$ cat config.mk
export PLATFORM = sky130hd
export DESIGN_NAME = conv_unit
export DESIGN_NICKNAME = d
export VERILOG_FILES = /design/src/conv_unit_pkg.sv /design/src/accumulate_activate.sv /design/src/conv_mac.sv /design/src/conv_unit.sv /design/src/tap_window.sv /design/src/weight_memory.sv
export VERILOG_INCLUDE_DIRS = /design/src
export SDC_FILE = /design/constraint.sdc
export NUM_CORES = 2
export LEC_CHECK = 0
export BUFFER_PORTS_ARGS = -buffer_cell sky130_fd_sc_hd__buf_4
export CORE_UTILIZATION = 45
export DETAILED_ROUTE_END_ITERATION = 6
export PLACE_DENSITY_LB_ADDON = 0.3
export SETUP_SLACK_MARGIN = 0.2
export SLEW_MARGIN = 20
export SYNTH_ARGS = -nofsm -noshare
export SYNTH_HDL_FRONTEND = slang
export SYNTH_SLANG_ARGS = --single-unit
$ cat constraint.sdc
create_clock -name clk -period 7.6 [get_ports clk]
set_input_delay 1.14 -clock clk [delete_from_list [all_inputs] [get_ports clk]]
set_output_delay 1.14 -clock clk [all_outputs]
set_load 0.05 [all_outputs]
$ cat src/conv_unit_settings.svh
`ifndef CONV_UNIT_SETTINGS_SVH
`define CONV_UNIT_SETTINGS_SVH

// Kernel edge, 3 by default. 5 works as well.
`define CU_KERNEL_SIZE 3

// Taps in one window.
`define CU_TAPS ((`CU_KERNEL_SIZE) * (`CU_KERNEL_SIZE))

// Weight and pixel width.
`define CU_DATA_WIDTH 8

// Accumulator width.
`define CU_ACC_WIDTH 32

// Weight store size.
`define CU_WM_DEPTH 256
`define CU_WM_ADDR_WIDTH $clog2(`CU_WM_DEPTH)

`endif

$ cat src/conv_unit_pkg.sv
`include "conv_unit_settings.svh"

package conv_unit_pkg;

	// **************************************************
	// Scalar types
	// **************************************************

	typedef logic signed [`CU_DATA_WIDTH-1:0] weight_t;

	// Pixels are unsigned, zero-extended before the multiply.
	typedef logic [`CU_DATA_WIDTH-1:0] pixel_t;

	typedef logic signed [`CU_ACC_WIDTH-1:0] acc_t;

	// **************************************************
	// Beats between blocks
	// **************************************************

	typedef struct packed {
		logic    valid;
		weight_t data;
	} weight_beat_t;

	typedef struct packed {
		logic   valid;
		pixel_t data;
	} pixel_beat_t;

	typedef struct packed {
		logic                         enable;
		logic [`CU_WM_ADDR_WIDTH-1:0] address;
		weight_t                      data;
	} host_write_t;

	// Raw sum of products.
	typedef struct packed {
		logic valid;
		acc_t data;
	} sum_beat_t;

	// Unit output after bias, chaining and ReLU.
	typedef struct packed {
		logic valid;
		acc_t data;
	} result_t;

endpackage

$ cat src/accumulate_activate.sv
`timescale 1ns/1ps
`include "conv_unit_settings.svh"

module accumulate_activate (
	input  logic                      clk,
	input  logic                      arst_n,
	input  conv_unit_pkg::sum_beat_t  sum,
	input  conv_unit_pkg::acc_t       bias,
	input  conv_unit_pkg::acc_t       partial_in,
	input  logic                      accu_enable,
	input  logic                      relu_enable,
	output conv_unit_pkg::result_t    result
);
	import conv_unit_pkg::*;

	acc_t chained;
	acc_t total;
	acc_t activated;
	acc_t result_data;
	logic result_valid;

	// Partial sum from the neighbouring unit only when chaining.
	assign chained = accu_enable ? partial_in : '0;
	assign total = sum.data + bias + chained;

	// ReLU.
	assign activated = (relu_enable && total[`CU_ACC_WIDTH-1]) ? '0 : total;

	always_ff @(posedge clk or negedge arst_n) begin
		if (!arst_n) begin
			result_valid <= 1'b0;
		end else begin
			result_valid <= sum.valid;
		end
	end

	always_ff @(posedge clk) begin
		if (sum.valid) begin
			result_data <= activated;
		end
	end

	assign result = '{valid: result_valid, data: result_data};

endmodule

$ cat src/conv_mac.sv
`timescale 1ns/1ps
`include "conv_unit_settings.svh"

module conv_mac (
	input  logic                      clk,
	input  logic                      arst_n,
	input  logic                      enable,
	input  conv_unit_pkg::weight_t    weights [`CU_TAPS],
	input  conv_unit_pkg::pixel_t     pixels [`CU_TAPS],
	output conv_unit_pkg::sum_beat_t  sum
);
	import conv_unit_pkg::*;

	acc_t products_next [`CU_TAPS];
	acc_t products [`CU_TAPS];
	logic products_valid;
	acc_t products_total;
	acc_t sum_data;
	logic sum_valid;

	// **************************************************
	// Stage 1, one product per tap pair
	// **************************************************

	// Weight sign-extends, pixel zero-extends.
	always_comb begin
		for (int i = 0; i < `CU_TAPS; i++) begin
			products_next[i] = acc_t'(weights[i]) * acc_t'(pixels[i]);
		end
	end

	always_ff @(posedge clk or negedge arst_n) begin
		if (!arst_n) begin
			products_valid <= 1'b0;
		end else begin
			products_valid <= enable;
		end
	end

	always_ff @(posedge clk) begin
		if (enable) begin
			products <= products_next;
		end
	end

	// **************************************************
	// Stage 2, sum of all products
	// **************************************************

	always_comb begin
		products_total = '0;
		for (int i = 0; i < `CU_TAPS; i++) begin
			products_total = products_total + products[i];
		end
	end

	always_ff @(posedge clk or negedge arst_n) begin
		if (!arst_n) begin
			sum_valid <= 1'b0;
		end else begin
			sum_valid <= products_valid;
		end
	end

	always_ff @(posedge clk) begin
		if (products_valid) begin
			sum_data <= products_total;
		end
	end

	assign sum = '{valid: sum_valid, data: sum_data};

	a_sum_known: assert property (
		@(posedge clk) disable iff (!arst_n)
		sum.valid |-> !$isunknown(sum.data)
	) else $error("conv_mac: valid sum carries unknown bits");

endmodule

$ cat src/conv_unit.sv
`timescale 1ns/1ps
`include "conv_unit_settings.svh"

module conv_unit (
	input  logic                          clk,
	input  logic                          arst_n,
	input  conv_unit_pkg::host_write_t    wr,
	input  logic                          wm_read,
	input  logic [`CU_WM_ADDR_WIDTH-1:0]  wm_address,
	input  conv_unit_pkg::pixel_beat_t    pixel,
	input  logic                          conv_enable,
	input  conv_unit_pkg::acc_t           bias,
	input  conv_unit_pkg::acc_t           partial_in,
	input  logic                          accu_enable,
	input  logic                          relu_enable,
	output conv_unit_pkg::result_t        result
);
	import conv_unit_pkg::*;

	weight_beat_t wm_beat;
	weight_t      weight_taps [`CU_TAPS];
	pixel_t       pixel_taps [`CU_TAPS];
	sum_beat_t    mac_sum;

	// **************************************************
	// Producer and windows
	// **************************************************

	weight_memory weight_mem (
		.clk     (clk),
		.arst_n  (arst_n),
		.wr      (wr),
		.rd      (wm_read),
		.rd_addr (wm_address),
		.beat    (wm_beat)
	);

	tap_window #(.payload_t(weight_t)) weight_window (
		.clk    (clk),
		.arst_n (arst_n),
		.shift  (wm_beat.valid),
		.din    (wm_beat.data),
		.taps   (weight_taps)
	);

	tap_window #(.payload_t(pixel_t)) pixel_window (
		.clk    (clk),
		.arst_n (arst_n),
		.shift  (pixel.valid),
		.din    (pixel.data),
		.taps   (pixel_taps)
	);

	// **************************************************
	// Arithmetic
	// **************************************************

	conv_mac mac (
		.clk     (clk),
		.arst_n  (arst_n),
		.enable  (conv_enable),
		.weights (weight_taps),
		.pixels  (pixel_taps),
		.sum     (mac_sum)
	);

	accumulate_activate accum (
		.clk         (clk),
		.arst_n      (arst_n),
		.sum         (mac_sum),
		.bias        (bias),
		.partial_in  (partial_in),
		.accu_enable (accu_enable),
		.relu_enable (relu_enable),
		.result      (result)
	);

endmodule

$ cat src/tap_window.sv
`timescale 1ns/1ps
`include "conv_unit_settings.svh"

module tap_window #(
	parameter type payload_t = logic [`CU_DATA_WIDTH-1:0]
) (
	input  logic     clk,
	input  logic     arst_n,
	input  logic     shift,
	input  payload_t din,
	output payload_t taps [`CU_TAPS]
);

	// Tap 0 takes the new entry, the rest move up by one.
	always_ff @(posedge clk or negedge arst_n) begin
		if (!arst_n) begin
			for (int i = 0; i < `CU_TAPS; i++) begin
				taps[i] <= '0;
			end
		end else if (shift) begin
			taps[0] <= din;
			for (int i = 1; i < `CU_TAPS; i++) begin
				taps[i] <= taps[i-1];
			end
		end
	end

	// **************************************************
	// Checks
	// **************************************************

	// Unknown input would poison every later product.
	a_din_known: assert property (
		@(posedge clk) disable iff (!arst_n)
		shift |-> !$isunknown(din)
	) else $error("tap_window: unknown data shifted in");

endmodule

$ cat src/weight_memory.sv
`timescale 1ns/1ps
`include "conv_unit_settings.svh"

module weight_memory (
	input  logic                          clk,
	input  logic                          arst_n,
	input  conv_unit_pkg::host_write_t    wr,
	input  logic                          rd,
	input  logic [`CU_WM_ADDR_WIDTH-1:0]  rd_addr,
	output conv_unit_pkg::weight_beat_t   beat
);
	import conv_unit_pkg::*;

	weight_t mem [`CU_WM_DEPTH];

	// Host side.
	always_ff @(posedge clk) begin
		if (wr.enable) begin
			mem[wr.address] <= wr.data;
		end
	end

	// Registered read, valid follows rd by one cycle.
	always_ff @(posedge clk or negedge arst_n) begin
		if (!arst_n) begin
			beat.valid <= 1'b0;
			beat.data  <= '0;
		end else begin
			beat.valid <= rd;
			if (rd) begin
				beat.data <= mem[rd_addr];
			end
		end
	end

	// **************************************************
	// Checks
	// **************************************************

	// Single port, so host write and read must not collide.
	a_no_rd_wr_collision: assert property (
		@(posedge clk) disable iff (!arst_n)
		!(rd && wr.enable)
	) else $error("weight_memory: read and write in the same cycle");

	a_rd_addr_range: assert property (
		@(posedge clk) disable iff (!arst_n)
		rd |-> (rd_addr < `CU_WM_DEPTH)
	) else $error("weight_memory: read address out of range");

	a_wr_addr_range: assert property (
		@(posedge clk) disable iff (!arst_n)
		wr.enable |-> (wr.address < `CU_WM_DEPTH)
	) else $error("weight_memory: write address out of range");

endmodule
Word-level counts from Yosys, hierarchy flattened
Memory sizes are Yosys's and may differ from the RTL's. A register that Yosys moved wholly into a read port is not among the register bits.
Index checks and enable logic that the tools add are counted.

operators by class
  add/sub/neg operators = 10
  $mul = 9
  mux-type cells = 3
  reductions and logical operators = 2

operators with widths
  operator           number
  $add 32x32->32     10
  $mul 8x9->17       9
  $mux 32            1
  $mux 1             2
  $logic_and 1x1->1  1
  $logic_not 1->1    1

storage, ports and cells
  register bits after elaboration = 500
  bits in writable memories = 2048
  input bits = 104
  output and inout port bits = 33
  word-level logic and storage cells = 58
  memories = 1

memories
  name            depth  width  read ports  clocked after memory_dff  wr ports  line                 RTL
  weight_mem.mem  256    8      1           1                         1         weight_memory.sv:14  weight_t mem [`CU_WM_DEPTH];

Logic depth before layout (Yosys ltp)
  word-level depth = 8
  depth in mapped cells = 19
  mapped depth without buffers = 19

Cells and area by module
From an unflattened synthesis, not the netlist that was laid out.

unflattened totals
  cell total of the unflattened synthesis = 7407
  area total of the unflattened synthesis = 119059.2 µm²

by module, submodules not included
  module               times used  cells an instance  area each (µm²)  sequential area each (µm²)
  weight_memory        1           3817               79986.7          61724.2
  conv_mac             1           2894               29181.7          5605.4
  tap_window           2           152                3026.7           1801.7
  accumulate_activate  1           392                3837.4           985.9

Worst setup path before layout
No wires, ideal clock.

  path type = register to register
  from = reg mac.products[194] (netlist name)
  to = reg mac.sum_data[20] (data pin)
  library setup time = 266 ps
  data arrival time = 4469 ps
  data required time = 7334 ps
  slack = 2865 ps
  cell stages (with the launch flop) = 18
  buffers on the path = 0
  clock period less this slack = 4735 ps
  path through = edfxtp_1 -> fa_1 -> fa_1 -> fa_1 -> inv_1 -> fa_1 -> inv_1 -> ha_1 -> inv_1 -> fa_1 -> nor2b_1 -> o31a_1 -> o22ai_1 -> o21ai_0 -> o41ai_1 -> o21ai_0 -> o41ai_1 -> xnor2_1

between the ends
  cells in the longest elaborated chain, start to end = 7

RTL lines
  what                         line            RTL
  start: declaration           conv_mac.sv:15  acc_t products [`CU_TAPS];
  start signal: assignment     conv_mac.sv:42  products <= products_next;
  $add 32x32->32 (7 in a row)  conv_mac.sv:53  products_total = products_total + products[i];
  net mac.products_total[20]   conv_mac.sv:17  acc_t products_total;
  end signal: assignment       conv_mac.sv:67  sum_data <= products_total;
  end: declaration             conv_mac.sv:18  acc_t sum_data;

The timed path passes the listed nets, and every way through them passes these cells.
A chain may end at the register's enable or synchronous reset.

Final worst setup path
  from = reg mac.products[196] (netlist name)
  to = reg mac.sum_data[20] (data pin)

The elaborated chain is that of the path after synthesis.

==> summary.md <==
| Metric | Value |
|---|---|
| Status | finished, final reports clean |
| RSZ-0062 raised after global routing | false |
| Crit-path max FO | 4 |
| Fin crit share | 72.7% |
| Rel. slew slack | 20.7% |
| # resized after CTS | 0 |
| Final setup fails | 0 |
| Busiest grt layer | met2 |
| Worst skew pair latency | 0.93 ns |
| Area leader, netlist | edfxtp_1 |
| Final core occ | 50.1% |
| Post-DR wirelength/cell | 25.5 um |
| Max capacitance violation total | 0 |
| Share of cells above drive strength 1 | 18.7% |
| Clk buf depth | 3 |
| Gr usage total | 21.2% |
| H-tree depth | 4 |
| Layout area overhead | 10.9% |
| Core ar. | 259000 um2 |
| Post-CTS setup buffer count | 0 |
| Main synth FF type | edfxtp_1 |
| Hold WC Path Type | in -> async |
| Post-synth top cells | edfxtp_1 (2265), inv_1 (755), mux4_2 (643) |
| Final Critical Period | 5.53 ns |
| Syn Area/Cell | 16.7 um2 |
| Hpwl dp | 179 mm |
| Routed vias | 60722 |
| Remaining antenna violation count | 0 |
| Synth area leaders | edfxtp_1 (58%), mux4_2 (12%), fa_1 (8.3%) |
| Top-count cell post-synth | edfxtp_1 |
| Rows | 187 |
| Type of origin of the critical path | register |
| Setup tns final | 0 ns |
| Unique cell type count in the Yosys netlist | 64 |
| Syn Inst Count | 6999 |
| Worst-Margin Slew | 1.19 ns |
| Seq/Total Area, Yosys | 61.4% |
| Yosys warns | 0 |
| Buffers added on ports | 136 |
| TritonCTS clock tree | built |
| Critical path class | reg -> reg |
| Worst setup EP type | register |
| DR vias/cell | 5.65 |
| # hold bufs at CTS | 0 |
| EDFF count, synth | 2265 |
| Die H | 512 um |
| Met3 Usage GRT | 3.34% |
| Critical path arrival | 6.12 ns |
| Die Area | 263000 um2 |
| Routed WL | 274 mm |
| Max frequency | 181 MHz |
| Initial DRC Count | 5734 |
| Worst path required time | 8.19 ns |
| Met2 Use GR | 35.1% |
| Syn Nets | 8029 |
| Yosys reg bits | 2421 |
| Max-slew violation count | 0 |
| CTS root buf | clkbuf_16 |
| Initial core utilization | 45.2% |
| # IOs | 137 |
| Post-synth ARST share | 6.44% |
| Clk sink count | 2421 |
| Mapped Area | 117000 um2 |
| Router iterations before antenna repair | 6 |
| Vias in the first global route | 63334 |
| Area fraction of the dominant cell type after synthesis | 58.0% |
| Gr ovfl total | 0 |
| Largest net degree at the start of global routing | 185 |
| First-pass GRT wire length | 415 mm |
| Met1 Use GR | 29.0% |
| Worst Clk Skew | 0.120 ns |
| Initial antenna violation count | 16 |
| Nets | 8146 |
| DIE WIDTH | 512 um |
| # DRC | 0 |
| Fin. Hold Viols | 0 |
| CTS Buf Count | 241 |
| Routability-driven placement congestion ratio | 0.831 |
| Clock transition at path regs | 0.06 ns |
## registers in the layout, summed over array words and instances (netlist names)
register,flops
mac.sum_valid,1
accum.result_valid,1
pixel_window.taps,72
mac.products,153
weight_mem.beat,9
mac.sum_data,32
accum.result_data,32
weight_window.taps,72
mac.products_valid,1
weight_mem.mem,2048
## cell usage in the layout (no fill, tap or decap), drive strengths merged, types with 41 or more instances in the layout
master     n
buf      189
clkinv   120
inv      760
mux4     643
nor2     379
fa       487
dfrtp    156
nand3     51
xnor2    113
and2     325
nor2b     41
nand2    327
nand2b    62
clkbuf   301
ha       439
a21oi    111
o21ai     79
edfxtp  2265
mux2     142
## critical path, stage by stage, from the launching register on
cell      delay [ns]
edfxtp_1        0.41
fa_1            0.60
fa_1            0.49
fa_1            0.55
inv_1           0.05
fa_1            0.47
inv_1           0.04
ha_1            0.32
nor2b_1         0.17
o31a_1          0.28
o22ai_1         0.25
o21ai_0         0.25
o41ai_1         0.58
o21ai_0         0.28
o41ai_1         0.37
xnor2_1         0.14
## cell families after synthesis
group,Yosys count,synth area share (%)
adder cells (fa/ha/maj),926,13.0
AND/OR/NAND/NOR,1274,5.22
buffers and inverters,1079,3.59
AO/OA/AOI/OAI,374,2.07
XOR/XNOR,139,1.04
multiplexers,786,13.7
flip-flops,2421,61.4
## path summary, 6_finish.rpt
kind | start | end | slack (ns) | depth (start not counted)
setup / recovery | mac.products[196] | mac.sum_data[20] | 2.07 | 15
hold / removal | arst_n | accum.result_valid | 0.28 | 1
setup reg to reg | mac.products[196] | mac.sum_data[20] | 2.07 | 15
hold reg to reg | mac.products_valid | mac.sum_valid | 0.38 | 0
max in group asynchronous | arst_n | pixel_window.taps[6] | 6.03 | 2
min in group clk | mac.products_valid | mac.sum_valid | 0.38 | 0
## routing by layer
metal | vias to the layer above | share of wire [%]
met1 | 32140 | 41
met3 | 393 | 6.6
met4 | 12 | 2.8
met5 | - | 0.028
li1 | 26082 | -
met2 | 2095 | 49
## stage by stage
stage                     std cells  cell area [um2]  hold slack [ns]  worst slack, ns
after global routing          10734           130000            0.321             1.83
after global placement        10274           122000            0.362             2.16
after floorplan                6999           117000            0.444             2.87
after detailed placement      10274           122000            0.368             2.14
final                         10738           130000            0.285             2.07
after CTS                     10730           130000            0.278             2.10
## cell type report
type,count,area [um2]
well taps,3402,4260
multi-input cells,3499,41200
diodes,7,17.5
flip-flops and latches,2421,71900
repair buffers,198,1760
fillers,21032,129000
clock buffers,292,6250
clock inverters,164,1790
inverters,755,2830
Power is not shown: default switching activity piles up to over one toggle a cycle in this logic, so the estimate is an artifact.
